File: config.mk
export PLATFORM = sky130hd
export DESIGN_NAME = pull_push_server
export DESIGN_NICKNAME = d
export VERILOG_FILES = /design/src/pollsrv_pkg.sv /design/src/cmd_poller.sv /design/src/pull_push_server.sv /design/src/rsp_fifo.sv /design/src/rsp_pusher.sv
export SDC_FILE = /design/constraint.sdc
export NUM_CORES = 1
export LEC_CHECK = 0
export BUFFER_PORTS_ARGS = -buffer_cell sky130_fd_sc_hd__buf_2
export CORE_MARGIN = 2
export CORE_UTILIZATION = 27
export DETAILED_ROUTE_END_ITERATION = 12
export GPL_TIMING_DRIVEN = 1
export PLACE_DENSITY = 0.45
export SYNTH_ARGS = -nofsm -noshare
export SYNTH_HDL_FRONTEND = slang
export SYNTH_HIERARCHICAL = 1
export SYNTH_SLANG_ARGS = --single-unit
File: constraint.sdc
create_clock -name clk -period 5.3 [get_ports clk]
set_input_delay 0.265 -clock clk [delete_from_list [all_inputs] [get_ports clk]]
set_output_delay 0.265 -clock clk [all_outputs]
set_load 0.02 [all_outputs]
File: src/pollsrv_pkg.sv
// ################################################
// shared widths, backoff constants, buffer depth
// and state encodings for the polled pull-then-push
// server; import into any module that needs them
// ################################################

package pollsrv_pkg;

  // command and response payload widths
  localparam int PULL_DATA_WIDTH = 64;
  localparam int PUSH_DATA_WIDTH = 64;

  // delay counter width, wide enough for the backoff ceiling
  localparam int DELAY_WIDTH = 8;

  // backoff ceiling while the host has nothing to give
  localparam logic [DELAY_WIDTH-1:0] DELAY_INACTIVE = DELAY_WIDTH'(200);

  // short wait once a transaction went through
  localparam logic [DELAY_WIDTH-1:0] DELAY_ACTIVE = DELAY_WIDTH'(4);

  // response buffer geometry
  localparam int FIFO_DEPTH = 4;
  localparam int FIFO_AW = 2;

  // poller FSM
  // wait out the delay, strobe the host, offer the command,
  // then hold until the client response is taken
  typedef enum logic [1:0] {
    POLL_WAIT  = 2'd0,
    POLL_ISSUE = 2'd1,
    CMD_OFFER  = 2'd2,
    RSP_AWAIT  = 2'd3
  } poller_state_t;

  // pusher FSM
  // idle until a response is buffered, then hold it
  // on the host port until acknowledged
  typedef enum logic {
    PUSH_IDLE = 1'b0,
    PUSH_HOLD = 1'b1
  } pusher_state_t;

endpackage

File: src/cmd_poller.sv
// ################################################
// poll scheduler with adaptive backoff; strobes the
// host for a command, offers a hit to the client and
// waits for the client response before polling again
// ################################################

`timescale 1ns/1ps

module cmd_poller import pollsrv_pkg::*; (
  input  logic                       clk,
  input  logic                       reset,
  // host pull side
  output logic                       host_pull_req,
  input  logic                       host_cmd_vld,
  input  logic [PULL_DATA_WIDTH-1:0] host_cmd_data,
  // client pull side
  output logic                       pull_data_vld,
  output logic [PULL_DATA_WIDTH-1:0] pull_data,
  input  logic                       pull_data_rdy,
  // response handshake with the top level
  output logic                       rsp_wanted,
  input  logic                       rsp_accept
);

  poller_state_t state;

  // cycles left in POLL_WAIT
  logic [DELAY_WIDTH-1:0] wait_cnt;
  // delay used for the last wait, base of the backoff
  logic [DELAY_WIDTH-1:0] last_delay;
  // delay to use after a miss
  logic [DELAY_WIDTH-1:0] next_delay;

  // backoff rule
  // zero grows to one and anything else is quadrupled
  // and clipped at the inactive ceiling
  function automatic logic [DELAY_WIDTH-1:0] backoff(input logic [DELAY_WIDTH-1:0] prev);
    logic [DELAY_WIDTH+1:0] grown;
    grown = {prev, 2'b00};
    if (prev == '0) begin
      return DELAY_WIDTH'(1);
    end
    if (grown > {2'b00, DELAY_INACTIVE}) begin
      return DELAY_INACTIVE;
    end
    return grown[DELAY_WIDTH-1:0];
  endfunction

  assign next_delay = backoff(last_delay);

  // strobe lasts exactly the single POLL_ISSUE cycle
  assign host_pull_req = (state == POLL_ISSUE);
  assign pull_data_vld = (state == CMD_OFFER);
  assign rsp_wanted    = (state == RSP_AWAIT);

  always_ff @(posedge clk) begin
    if (reset) begin
      // poll right away after reset with no delay history
      state      <= POLL_ISSUE;
      wait_cnt   <= '0;
      last_delay <= '0;
    end else begin
      case (state)
        POLL_WAIT: begin
          // counter is loaded with d so d wait cycles pass
          if (wait_cnt == DELAY_WIDTH'(1)) begin
            state <= POLL_ISSUE;
          end
          wait_cnt <= wait_cnt - DELAY_WIDTH'(1);
        end
        POLL_ISSUE: begin
          if (host_cmd_vld) begin
            // a hit makes the next wait the active one
            state      <= CMD_OFFER;
            last_delay <= DELAY_ACTIVE;
          end else begin
            // a miss backs off further
            state      <= POLL_WAIT;
            last_delay <= next_delay;
            wait_cnt   <= next_delay;
          end
        end
        CMD_OFFER: begin
          // client took the command
          if (pull_data_rdy) begin
            state <= RSP_AWAIT;
          end
        end
        RSP_AWAIT: begin
          // response is in the buffer though the host may still be busy
          if (rsp_accept) begin
            state    <= POLL_WAIT;
            wait_cnt <= DELAY_ACTIVE;
          end
        end
        default: begin
          state <= POLL_ISSUE;
        end
      endcase
    end
  end

  // command captured on a hit and held through the offer
  always_ff @(posedge clk) begin
    if (host_pull_req && host_cmd_vld) begin
      pull_data <= host_cmd_data;
    end
  end

  // offered command must not move under a stalled client
  assert property (@(posedge clk) disable iff (reset)
    pull_data_vld && !pull_data_rdy |=> pull_data_vld && $stable(pull_data))
    else $error("pull_data changed while waiting for pull_data_rdy");

  // pull strobe never lasts two cycles in a row
  assert property (@(posedge clk) disable iff (reset)
    host_pull_req |=> !host_pull_req)
    else $error("host_pull_req is not a single-cycle pulse");

endmodule

File: src/pull_push_server.sv
// ################################################
// polled pull-then-push server; host commands go to
// the client, client responses are buffered and
// pushed back to the host over strobe ports
// ################################################

`timescale 1ns/1ps

module pull_push_server import pollsrv_pkg::*; (
  input  logic                       clk,
  input  logic                       reset,
  // host pull
  output logic                       host_pull_req,
  input  logic                       host_cmd_vld,
  input  logic [PULL_DATA_WIDTH-1:0] host_cmd_data,
  // client pull
  output logic                       pull_data_vld,
  output logic [PULL_DATA_WIDTH-1:0] pull_data,
  input  logic                       pull_data_rdy,
  // client push
  output logic                       push_data_rdy,
  input  logic                       push_data_vld,
  input  logic [PUSH_DATA_WIDTH-1:0] push_data,
  // host push
  output logic                       host_push_vld,
  output logic [PUSH_DATA_WIDTH-1:0] host_push_data,
  input  logic                       host_push_ack
);

  logic                       rsp_wanted;
  logic                       rsp_accept;
  logic                       fifo_full;
  logic                       fifo_empty;
  logic                       fifo_pop;
  logic [PUSH_DATA_WIDTH-1:0] fifo_head;

  // client may push only when the poller waits and there is room
  assign push_data_rdy = rsp_wanted && !fifo_full;
  // single-cycle transfer, feeds buffer write and poller
  assign rsp_accept    = push_data_rdy && push_data_vld;

  cmd_poller u_poller (
    .clk           (clk),
    .reset         (reset),
    .host_pull_req (host_pull_req),
    .host_cmd_vld  (host_cmd_vld),
    .host_cmd_data (host_cmd_data),
    .pull_data_vld (pull_data_vld),
    .pull_data     (pull_data),
    .pull_data_rdy (pull_data_rdy),
    .rsp_wanted    (rsp_wanted),
    .rsp_accept    (rsp_accept)
  );

  rsp_fifo u_fifo (
    .clk     (clk),
    .reset   (reset),
    .wr_en   (rsp_accept),
    .wr_data (push_data),
    .rd_en   (fifo_pop),
    .rd_data (fifo_head),
    .empty   (fifo_empty),
    .full    (fifo_full)
  );

  rsp_pusher u_pusher (
    .clk            (clk),
    .reset          (reset),
    .fifo_empty     (fifo_empty),
    .fifo_head      (fifo_head),
    .fifo_pop       (fifo_pop),
    .host_push_vld  (host_push_vld),
    .host_push_data (host_push_data),
    .host_push_ack  (host_push_ack)
  );

endmodule

File: src/rsp_fifo.sv
// ################################################
// circular buffer for client responses on their way
// to the host; head word is shown without a read
// cycle and rd_en pops it
// ################################################

`timescale 1ns/1ps

module rsp_fifo import pollsrv_pkg::*; (
  input  logic                       clk,
  input  logic                       reset,
  // write side from the client push
  input  logic                       wr_en,
  input  logic [PUSH_DATA_WIDTH-1:0] wr_data,
  // read side to the pusher
  input  logic                       rd_en,
  output logic [PUSH_DATA_WIDTH-1:0] rd_data,
  output logic                       empty,
  output logic                       full
);

  // response storage
  logic [PUSH_DATA_WIDTH-1:0] mem [FIFO_DEPTH];

  logic [FIFO_AW-1:0] wr_ptr;
  logic [FIFO_AW-1:0] rd_ptr;
  // occupancy is one bit wider than the pointers
  logic [FIFO_AW:0]   count;

  assign empty   = (count == '0);
  assign full    = (count == (FIFO_AW+1)'(FIFO_DEPTH));
  assign rd_data = mem[rd_ptr];

  // pointers and occupancy
  always_ff @(posedge clk) begin
    if (reset) begin
      wr_ptr <= '0;
      rd_ptr <= '0;
      count  <= '0;
    end else begin
      // pointers wrap naturally since the depth is a power of two
      if (wr_en) begin
        wr_ptr <= wr_ptr + FIFO_AW'(1);
      end
      if (rd_en) begin
        rd_ptr <= rd_ptr + FIFO_AW'(1);
      end
      // simultaneous write and read keeps the count
      case ({wr_en, rd_en})
        2'b10:   count <= count + (FIFO_AW+1)'(1);
        2'b01:   count <= count - (FIFO_AW+1)'(1);
        default: count <= count;
      endcase
    end
  end

  // data write
  always_ff @(posedge clk) begin
    if (wr_en) begin
      mem[wr_ptr] <= wr_data;
    end
  end

  // top level must keep push_data_rdy low when full
  assert property (@(posedge clk) disable iff (reset) wr_en |-> !full)
    else $error("response written into a full buffer");

  // pusher must only pop a buffered response
  assert property (@(posedge clk) disable iff (reset) rd_en |-> !empty)
    else $error("response popped from an empty buffer");

endmodule

File: src/rsp_pusher.sv
// ################################################
// drains the response buffer to the host; each word
// is popped, registered and held on the host port
// until host_push_ack, two cycles per word at best
// ################################################

`timescale 1ns/1ps

module rsp_pusher import pollsrv_pkg::*; (
  input  logic                       clk,
  input  logic                       reset,
  // buffer side
  input  logic                       fifo_empty,
  input  logic [PUSH_DATA_WIDTH-1:0] fifo_head,
  output logic                       fifo_pop,
  // host push side
  output logic                       host_push_vld,
  output logic [PUSH_DATA_WIDTH-1:0] host_push_data,
  input  logic                       host_push_ack
);

  pusher_state_t state;

  // pop in the same cycle the head is registered
  assign fifo_pop      = (state == PUSH_IDLE) && !fifo_empty;
  assign host_push_vld = (state == PUSH_HOLD);

  always_ff @(posedge clk) begin
    if (reset) begin
      state <= PUSH_IDLE;
    end else begin
      case (state)
        PUSH_IDLE: begin
          if (!fifo_empty) begin
            state <= PUSH_HOLD;
          end
        end
        PUSH_HOLD: begin
          // every response is held, none is dropped
          if (host_push_ack) begin
            state <= PUSH_IDLE;
          end
        end
        default: begin
          state <= PUSH_IDLE;
        end
      endcase
    end
  end

  // response word, loaded on pop
  always_ff @(posedge clk) begin
    if (fifo_pop) begin
      host_push_data <= fifo_head;
    end
  end

  // host sees a steady word until it acknowledges
  assert property (@(posedge clk) disable iff (reset)
    host_push_vld && !host_push_ack |=> host_push_vld && $stable(host_push_data))
    else $error("host_push_data changed before host_push_ack");

endmodule

# After elaboration in Yosys (flattened, before gate mapping)
# Memory sizes are Yosys's and may differ from the RTL's. A register that Yosys moved wholly into a read port is not among the register bits.
# Cells that the tools add are included.
# op_classes
add_sub_neg,5
order_cmp,1
n_eq_ne,11
n_mux,22
bitwise,1
reduce_logical,13
# ops
op,n
8-bit 2-to-1 mux,7
8-bit one-hot mux with 3 select lines,1
"10-bit by 8-bit > comparator with 1-bit output, second input constant",1
"8-bit by 1-bit == test with 1-bit output, second input constant",1
8-bit logical NOT,1
2-bit 2-to-1 mux,4
2-bit one-hot mux with 4 select lines,1
"8-bit by 1-bit subtractor with 8-bit output, second input constant",1
1-bit 2-to-1 mux,7
"2-bit == test, second input constant",3
"2-bit by 1-bit != test with 1-bit output, second input constant",3
3-bit one-hot mux with 2 select lines,1
3-bit AND reduction,2
"2-bit by 1-bit adder with 2-bit output, second input constant",2
"2-bit by 1-bit == test with 1-bit output, second input constant",2
1-bit logical AND,4
"3-bit by 1-bit adder with 3-bit output, second input constant",1
"3-bit == test, second input constant",1
3-bit logical NOT,1
3-bit nonzero test,1
"3-bit by 1-bit subtractor with 3-bit output, second input constant",1
1-bit logical NOT,2
2-bit logical NOT,1
"2-bit != test, second input constant",1
other kinds (3),3
# word_totals
register_bits,90
ram_bits,256
output_inout_bits,132
word_cells,62
memories,1
# memory_table
memory,depth,word_bits,rd,rd_clocked_by_memory_dff,wr,line_no,source
u_fifo.mem,4,64,1,1,1,rsp_fifo.sv:23,logic [PUSH_DATA_WIDTH-1:0] mem [FIFO_DEPTH];

# Logic depth before layout (Yosys ltp)
# Gate-level depths: netlist of run 1.
# depth
ltp_word,7
mapped_depth,10
mapped_depth_nobuf,10

# Cells and area by module
# The synthesis of run 1 kept the hierarchy.
# modules_own_cells
module,instances,cells_per_inst,area_each_um2
rsp_fifo,1,381,9744.3
cmd_poller,1,178,2837.7
rsp_pusher,1,68,1964.4
pull_push_server,1,2,15.0

# Least setup slack after synthesis of run 1
# Ideal clock, no wire load.
# synth_timing
path_kind,reg-to-reg
start,register u_pusher.state (netlist: u_pusher/host_push_vld)
end,register u_fifo.count[2]
arrival_time_ns,4.779
required_ns,5.230
setup_slack_ns,0.451
path_stages_with_launch,8
synth_period_minus_slack_ns,4.849
path_cell_list,dfxtp_1 -> nor2_1 -> ha_1 -> inv_1 -> fa_1 -> xor2_1 -> or3_1 -> a21oi_1
# synth_between
elab_chain_cells,4
word_cells_on_any_way,6
# synth_lines
item,line_no,source
"start, declared",rsp_pusher.sv:22,pusher_state_t state;
"start signal, assigned",rsp_pusher.sv:30,state <= PUSH_IDLE;
"start signal, assigned",rsp_pusher.sv:35,state <= PUSH_HOLD;
"start signal, assigned",rsp_pusher.sv:41,state <= PUSH_IDLE;
1-bit NOT *,rsp_pusher.sv:25,assign fifo_pop = (state == PUSH_IDLE) && !fifo_empty;
1-bit logical AND *,rsp_pusher.sv:25,
named net fifo_pop,pull_push_server.sv:34,logic fifo_pop;
2-bit by 1-bit == test with 1-bit output / 2-bit == test (equally long branches),rsp_fifo.sv:49,"case ({wr_en, rd_en})"
3-bit one-hot mux with 2 select lines / 2-bit nonzero test (equally long branches),-,
"end signal, assigned",rsp_fifo.sv:50,2'b10: count <= count + (FIFO_AW+1)'(1);
"end signal, assigned",rsp_fifo.sv:51,2'b01: count <= count - (FIFO_AW+1)'(1);
"end signal, assigned",rsp_fifo.sv:52,default: count <= count;
"end, declared",rsp_fifo.sv:28,logic [FIFO_AW:0] count;
# Mark *: on every way through the listed nets, which the timed path passes. The rest lies on a longest branch.
# A chain may end at the register's enable or synchronous reset.

# Final worst setup path of run 1
# layout_timing
start,register u_poller.state[0]
end,memory u_fifo.mem[0][51] (enable)
# layout_between
elab_chain_cells,5
# layout_lines
item,line_no,source
"start, declared",cmd_poller.sv:25,poller_state_t state;
"start signal, assigned",cmd_poller.sv:59,state <= POLL_ISSUE;
"start signal, assigned",cmd_poller.sv:67,state <= POLL_ISSUE;
"start signal, assigned",cmd_poller.sv:74,state <= CMD_OFFER;
2-bit == test,cmd_poller.sv:54,assign rsp_wanted = (state == RSP_AWAIT);
named net rsp_wanted,pull_push_server.sv:30,logic rsp_wanted;
1-bit logical AND,pull_push_server.sv:38,assign push_data_rdy = rsp_wanted && !fifo_full;
1-bit logical AND,pull_push_server.sv:40,assign rsp_accept = push_data_rdy && push_data_vld;
named net rsp_accept,pull_push_server.sv:31,logic rsp_accept;
1-bit 2-to-1 mux,rsp_fifo.sv:59,if (wr_en) begin
1-bit 2-to-1 mux (implied by the code),rsp_fifo.sv:60,mem[wr_ptr] <= wr_data;
"end, declared",rsp_fifo.sv:23,
# The timed path passes the listed nets, and every way through them passes these cells.

==> metrics.cfg, run 1 <==
[timing]
setup_viol = 0
finalHoldViolations = 0
max-slew-margin-rel_pct = 29.1
rsz0062_at_grt = no
period_needed_ps = 2770
slew_viol_final = 0
skew_ps = 13.4
tns_ps = 0
worst_pin_slew_ps = 1060
fmax_ghz = 0.362
fin_crit_sh_pct = 52.2

[floorplanning]
die_area_um2 = 55800
fp.dieH_um = 236
core_um2 = 53600
start_util_pct = 27.2
chipWidth_um = 236
row_count = 85
io_pins = 266

[global_route]
grt-ovfl-total = 0
grt_pass1_wl_um = 50100
grt_pass1_vias = 8196
grt_max_degree = 67
grt_antenna_before_repair = 3
grt_util_all_layers_pct = 11.9

[cts]
clk_pin_slew_ps = 60
cts_sinks = 411
cts_tree = built
postCtsHoldBufs = 129
cts_buffers = 44
cts_resized = 0
clk_latency_ps = 550
clock_path_buffers = 3
root_buffer = clkbuf_16
htreeDepth = 2
post-cts-setup-buffers = 0

[detailed_routing]
initialDrtViolationCount = 462
vias = 7472
dr_wl_met3_um = 1510
dr.pass1.iters = 4
drcViolationCount = 0
met2_length_um = 16300
wire_per_inst_um = 18.6
routed_wl_um = 33100
avgViaCountPerCell = 4.19
drtAntennaViolNets = 0
met1_length_um = 14500
highest_layer = met5

[status]
run_status = finished clean

[critical_path]
crit_path_end_kind = flop
critPathKind = flop to flop
reg2reg_setup_slack_ps = 2530
crit_start = u_poller/state[0]$_SDFFE_PP1P_
cp-endpoint = u_fifo/mem[0][51]$_DFFE_PP_
startpoint_type = flop
worst-r2r-cell-count = 4
r2r-end = u_fifo/mem[0][51]$_DFFE_PP_
worst-path-max-fanout = 38
crit_required_ps = 5490
arrival_ps = 2960
rr_startpoint = u_poller/state[0]$_SDFFE_PP1P_

[power]
power.leakage_nw = 6.64
irDropWorstVdd_v = 0.000373
p_total_mw = 8.63
p_per_area_nw_per_um2 = 450

[yosys]
synth_edf_count = 384
syn-num-nets = 771
synthDistinctLibCells = 49
synthArstFlopShare_pct = 0
syn_inst = 629
seq_area_frac_synth_pct = 82.9
ys_ff_latch = 411
syn_area_um2 = 14600
synth_ff_type = edfxtp_1
syn_area_per_cell_um2 = 23.2
yosys_warnings = 6

[cells_and_area]
area_growth_pct = 31.8
num-fill-cells = 5095
fin_nets = 1198
drive_gt1_share_pct = 37.0
seq_area_um2 = 12100
multi_input_area_um2 = 2260

[place]
hpwlAfterDp_um = 20000
gp_congestion = 0.764
numPortBuffers = 265

[min_path]
hp-class = input pin to flop

[flow_run]
maxCapViolCount = 0

==> critical path, cell delays in order, from the launching register on <==
cell and delay, ps:
dfxtp_1 600, and2_1 200, and3b_1 370, and2_4 660
buf_4 530
==> cells in the mapped netlist, drive strengths merged, types with 4 or more instances <==
cell type,number,area (µm²)
inv,13,48.8
ha,7,87.6
dfxtp,27,541
buf,15,184
mux4,64,1460
a21oi,10,50.1
nor2b,4,25.0
nor2,24,90.1
edfxtp,384,11500
nand2,10,37.5
and2,5,31.3
clkbuf,5,20.0
nor3,7,35.0
o21ai,10,50.0
==> registers in the layout, summed over array words and instances (netlist names), named ones only <==
signal                   count
u_poller/state               1
u_fifo/wr_ptr                2
u_poller/last_delay          7
u_fifo/count                 3
u_poller/pull_data          64
u_poller/wait_cnt            8
u_pusher/host_push_data     64
u_pusher/host_push_vld       1
u_fifo/rd_ptr                2
u_fifo/mem                 256
==> area by class of cell <==
class | instances | area share [%]
diodes | 1 | 0.0130
clock buffers | 56 | 6.08
clock inverters | 19 | 0.483
inverters | 13 | 0.254
multi-input cells | 185 | 11.8
flip-flops and latches | 411 | 63.0
well taps | 696 | 4.54
repair buffers | 401 | 13.9
==> cell usage in the layout, fill, tap and decap left out, types with 4 or more instances in the layout <==
cell and count:
edfxtp_1 384, buf_2 265, dlygate4sd3_1 129, mux4_2 60, clkbuf_16 45, dfxtp_1 25, nor2_1 23, inv_1 13
clkbuf_1 11, a21oi_1 10, nand2_1 10, clkinv_2 9, o21ai_0 9, clkinv_1 8, buf_4 7, nor3_1 7
ha_1 7, nor2b_1 4, and2_4 4, mux4_1 4
==> where the power goes <==
| group | internal (mW) | leakage (nW) | switching, mW |
|---|---|---|---|
| Clock | 1.55 | 0.624 | 1.20 |
| Sequential | 4.03 | 3.72 | 0.287 |
| Combinational | 0.660 | 2.29 | 0.908 |
| Total | 6.24 | 6.64 | 2.40 |
==> cells by family after synthesis <==
| logic type | Yosys count | synth area share (%) |
|---|---|---|
| flip-flops | 411 | 82.9 |
| AND/OR/NAND/NOR | 67 | 2.32 |
| multiplexers | 65 | 10.1 |
| AO/OA/AOI/OAI | 40 | 1.93 |
| buffers and inverters | 33 | 1.74 |
| adder cells (fa/ha/maj) | 8 | 0.739 |
| XOR/XNOR | 5 | 0.301 |
==> per-stage QoR <==
step	cells	utilization, %	hold WS [ps]	area, µm²	setup slack, ps
after floorplan	629	-	330	14600	451
after global placement	1577	31.0	443	16600	2570
after detailed placement	1577	31.0	443	16600	2520
after CTS	1781	35.8	16.0	19200	2500
after global routing	1782	35.8	67.5	19200	2350
final	1782	35.8	77.1	19200	2530
==> how the worst min path moves through the flow <==
stage | end | start | slack (ps) | cells after the start
6_report | u_poller/state[0]$_SDFFE_PP1P_ | pull_data_rdy | 80 | 5
2_1_floorplan | u_pusher/host_push_vld$_SDFF_PP0_ | reset | 330 | 1
3_5_place_dp | u_poller/pull_data[47]$_DFFE_PP_ | host_cmd_data[47] | 440 | 1
3_3_place_gp | u_poller/pull_data[36]$_DFFE_PP_ | host_cmd_data[36] | 440 | 1
5_1_grt | u_poller/last_delay[4]$_SDFFE_PP0P_ | host_cmd_vld | 70 | 3
4_1_cts | u_poller/state[0]$_SDFFE_PP1P_ | pull_data_rdy | 20 | 5
==> routing by layer <==
metal / vias to the layer above / GRT usage (%)
met1: 3836 / 15.3
met3: 61 / 3.05
li1: 3434 / -
met5: - / 0
met4: 4 / 3.76
met2: 137 / 19.9
Power figures use the tool's default switching activity.
==> run 2: changes to the inputs <==
Clock period 5.3 ns to 2.9 ns, I/O delays scaled along.
==> metrics.cfg, run 2 (synthesized netlist as in run 1, its figures left out) <==
[power]
p_total_mw = 16.3
power.leakage_nw = 6.79
swShare_pct = 27.8
irDropWorstVdd_v = 0.000602
p_int_mw = 11.8
p_per_area_nw_per_um2 = 834
pwr-share-seq_pct = 47.2
p_sw_mw = 4.53
pwr-share-clk_pct = 33.5
pwr-share-comb_pct = 19.3

[critical_path]
arrival_ps = 2860
cp_cell_sequence = and2_1 -> and3b_1 -> nand2_1 -> a21oi_1 -> o21ai_1 -> a32o_1
path_depth = 6
crit_required_ps = 3350
crit_path_end_kind = flop
cp_slowest_stage_delay_ps = 590
worst-r2r-cell-count = 6
critPathKind = flop to flop
path_delay_family = compound AO/OA/AOI/OAI gates
worst-path-max-fanout = 14
cp_num_buf_inv = 0
crit_slowest_cell = dfxtp_1
startpoint_type = flop

[cells_and_area]
area_growth_pct = 34.2
instances_no_fill = 1797
max_flop_register = u_fifo/mem
mostFrequentLayoutCells = 384 x edfxtp_1, 265 x buf_2, 131 x dlygate4sd3_1, 60 x mux4_2, 45 x clkbuf_16
drive_gt1_share_pct = 38.4
largest_register_ffs = 256
fin_util_pct = 36.5
fin_nets = 1208
final_common_cell = edfxtp_1
top_regs = u_fifo/mem: 256 flops, u_poller/pull_data: 64 flops, u_pusher/host_push_data: 64 flops
fin_area_um2 = 19500

[timing]
period_needed_ps = 2410
rsz0062_at_grt = no
max-slew-margin-rel_pct = 30.1
setup_viol = 0
fin_crit_sh_pct = 83.0
tns_ps = 0
whs_ps = 38.2
slew_viol_final = 0
finalHoldViolations = 0
skew_ps = 12.8
worst_pin_slew_ps = 1050
setup_ws_ps = 493
fmax_ghz = 0.415

[min_path]
hp-class = input pin to flop
whs_path_depth = 2

[detailed_routing]
drcViolationCount = 0
vias = 7615
avgViaCountPerCell = 4.24
wire_per_inst_um = 18.6
dr.pass1.iters = 4
drtAntennaViolNets = 0
initialDrtViolationCount = 442
routed_wl_um = 33500

[global_route]
met2_usage_pct = 20.2
grtUsageMet1_pct = 15.2
grt_max_degree = 67
grt_antenna_before_repair = 1
grt-ovfl-total = 0
grt_util_all_layers_pct = 12.0
grt_pass1_vias = 8224
globalRoute.busiestLayer = met2
grt_pass1_wl_um = 50700
gr-usage-met3_pct = 3.08

[place]
pre_cts_ws_ps = 517
numPortBuffers = 265
post_dp_cell_area_um2 = 16800
hpwlAfterDp_um = 20700
gp_congestion = 0.748
dp.cells = 1585

[floorplanning]
start_util_pct = 27.2
die_area_um2 = 55800
row_count = 85
chipWidth_um = 236
io_pins = 266
core_um2 = 53600
fp.dieH_um = 236

[cts]
clock_path_buffers = 3
cts_sinks = 411
cts_buffers = 44
root_buffer = clkbuf_16
cts_tree = built
htreeDepth = 2
clk_pin_slew_ps = 60
clk_latency_ps = 570
cts_resized = 0

[flow_run]
maxCapViolCount = 0

[status]
run_status = finished clean

-- run 2: worst paths after layout --
kind / start / to / slack [ps]
max reg2reg: u_poller/state[0]$_SDFFE_PP1P_ / u_poller/wait_cnt[5]$_SDFFE_PP0P_ / 490
max: u_poller/state[0]$_SDFFE_PP1P_ / u_poller/wait_cnt[5]$_SDFFE_PP0P_ / 490
min: reset / u_poller/last_delay[0]$_SDFFE_PP0P_ / 40
min reg2reg: u_poller/wait_cnt[6]$_SDFFE_PP0P_ / u_poller/wait_cnt[6]$_SDFFE_PP0P_ / 480
-- run 2: what timing repair did --
action	CTS	global route
endpoints found under the hold margin	325	0
setup endpoints to repair	0	0
buffers inserted	0	0
hold buffers	131	0
-- run 2: power groups by stage --
stage          Combinational (mW)  Clock, mW  Sequential (mW)
2_1_floorplan                1.66          0             8.19
3_3_place_gp                 3.07          0             7.83
3_5_place_dp                 3.07          0             7.83
4_1_cts                      3.23       5.67             7.72
5_1_grt                      3.40       5.89             7.76
6_report                     3.14       5.46             7.69
-- run 2: worst register-to-register path, cell delays in order, from the launching register on --
cell,delay (ps)
dfxtp_1,590
and2_1,200
and3b_1,410
nand2_1,170
a21oi_1,510
o21ai_1,140
a32o_1,290
-- run 2: area by class of cell --
type / instances / area [µm²]
multi-input combinational: 185 / 2260
clock inverter: 31 / 265
fill: 5074 / 34100
clock buffer: 49 / 1140
inverter: 13 / 48.8
timing repair buffer: 411 / 2880
tap: 696 / 871
sequential: 411 / 12100
antenna: 1 / 2.50
-- run 2: layer usage --
layer	share of wire, %	vias to the layer above
met5	0	-
met1	43	3943
li1	-	3463
met3	4.5	55
met4	2.5	0
met2	50	154
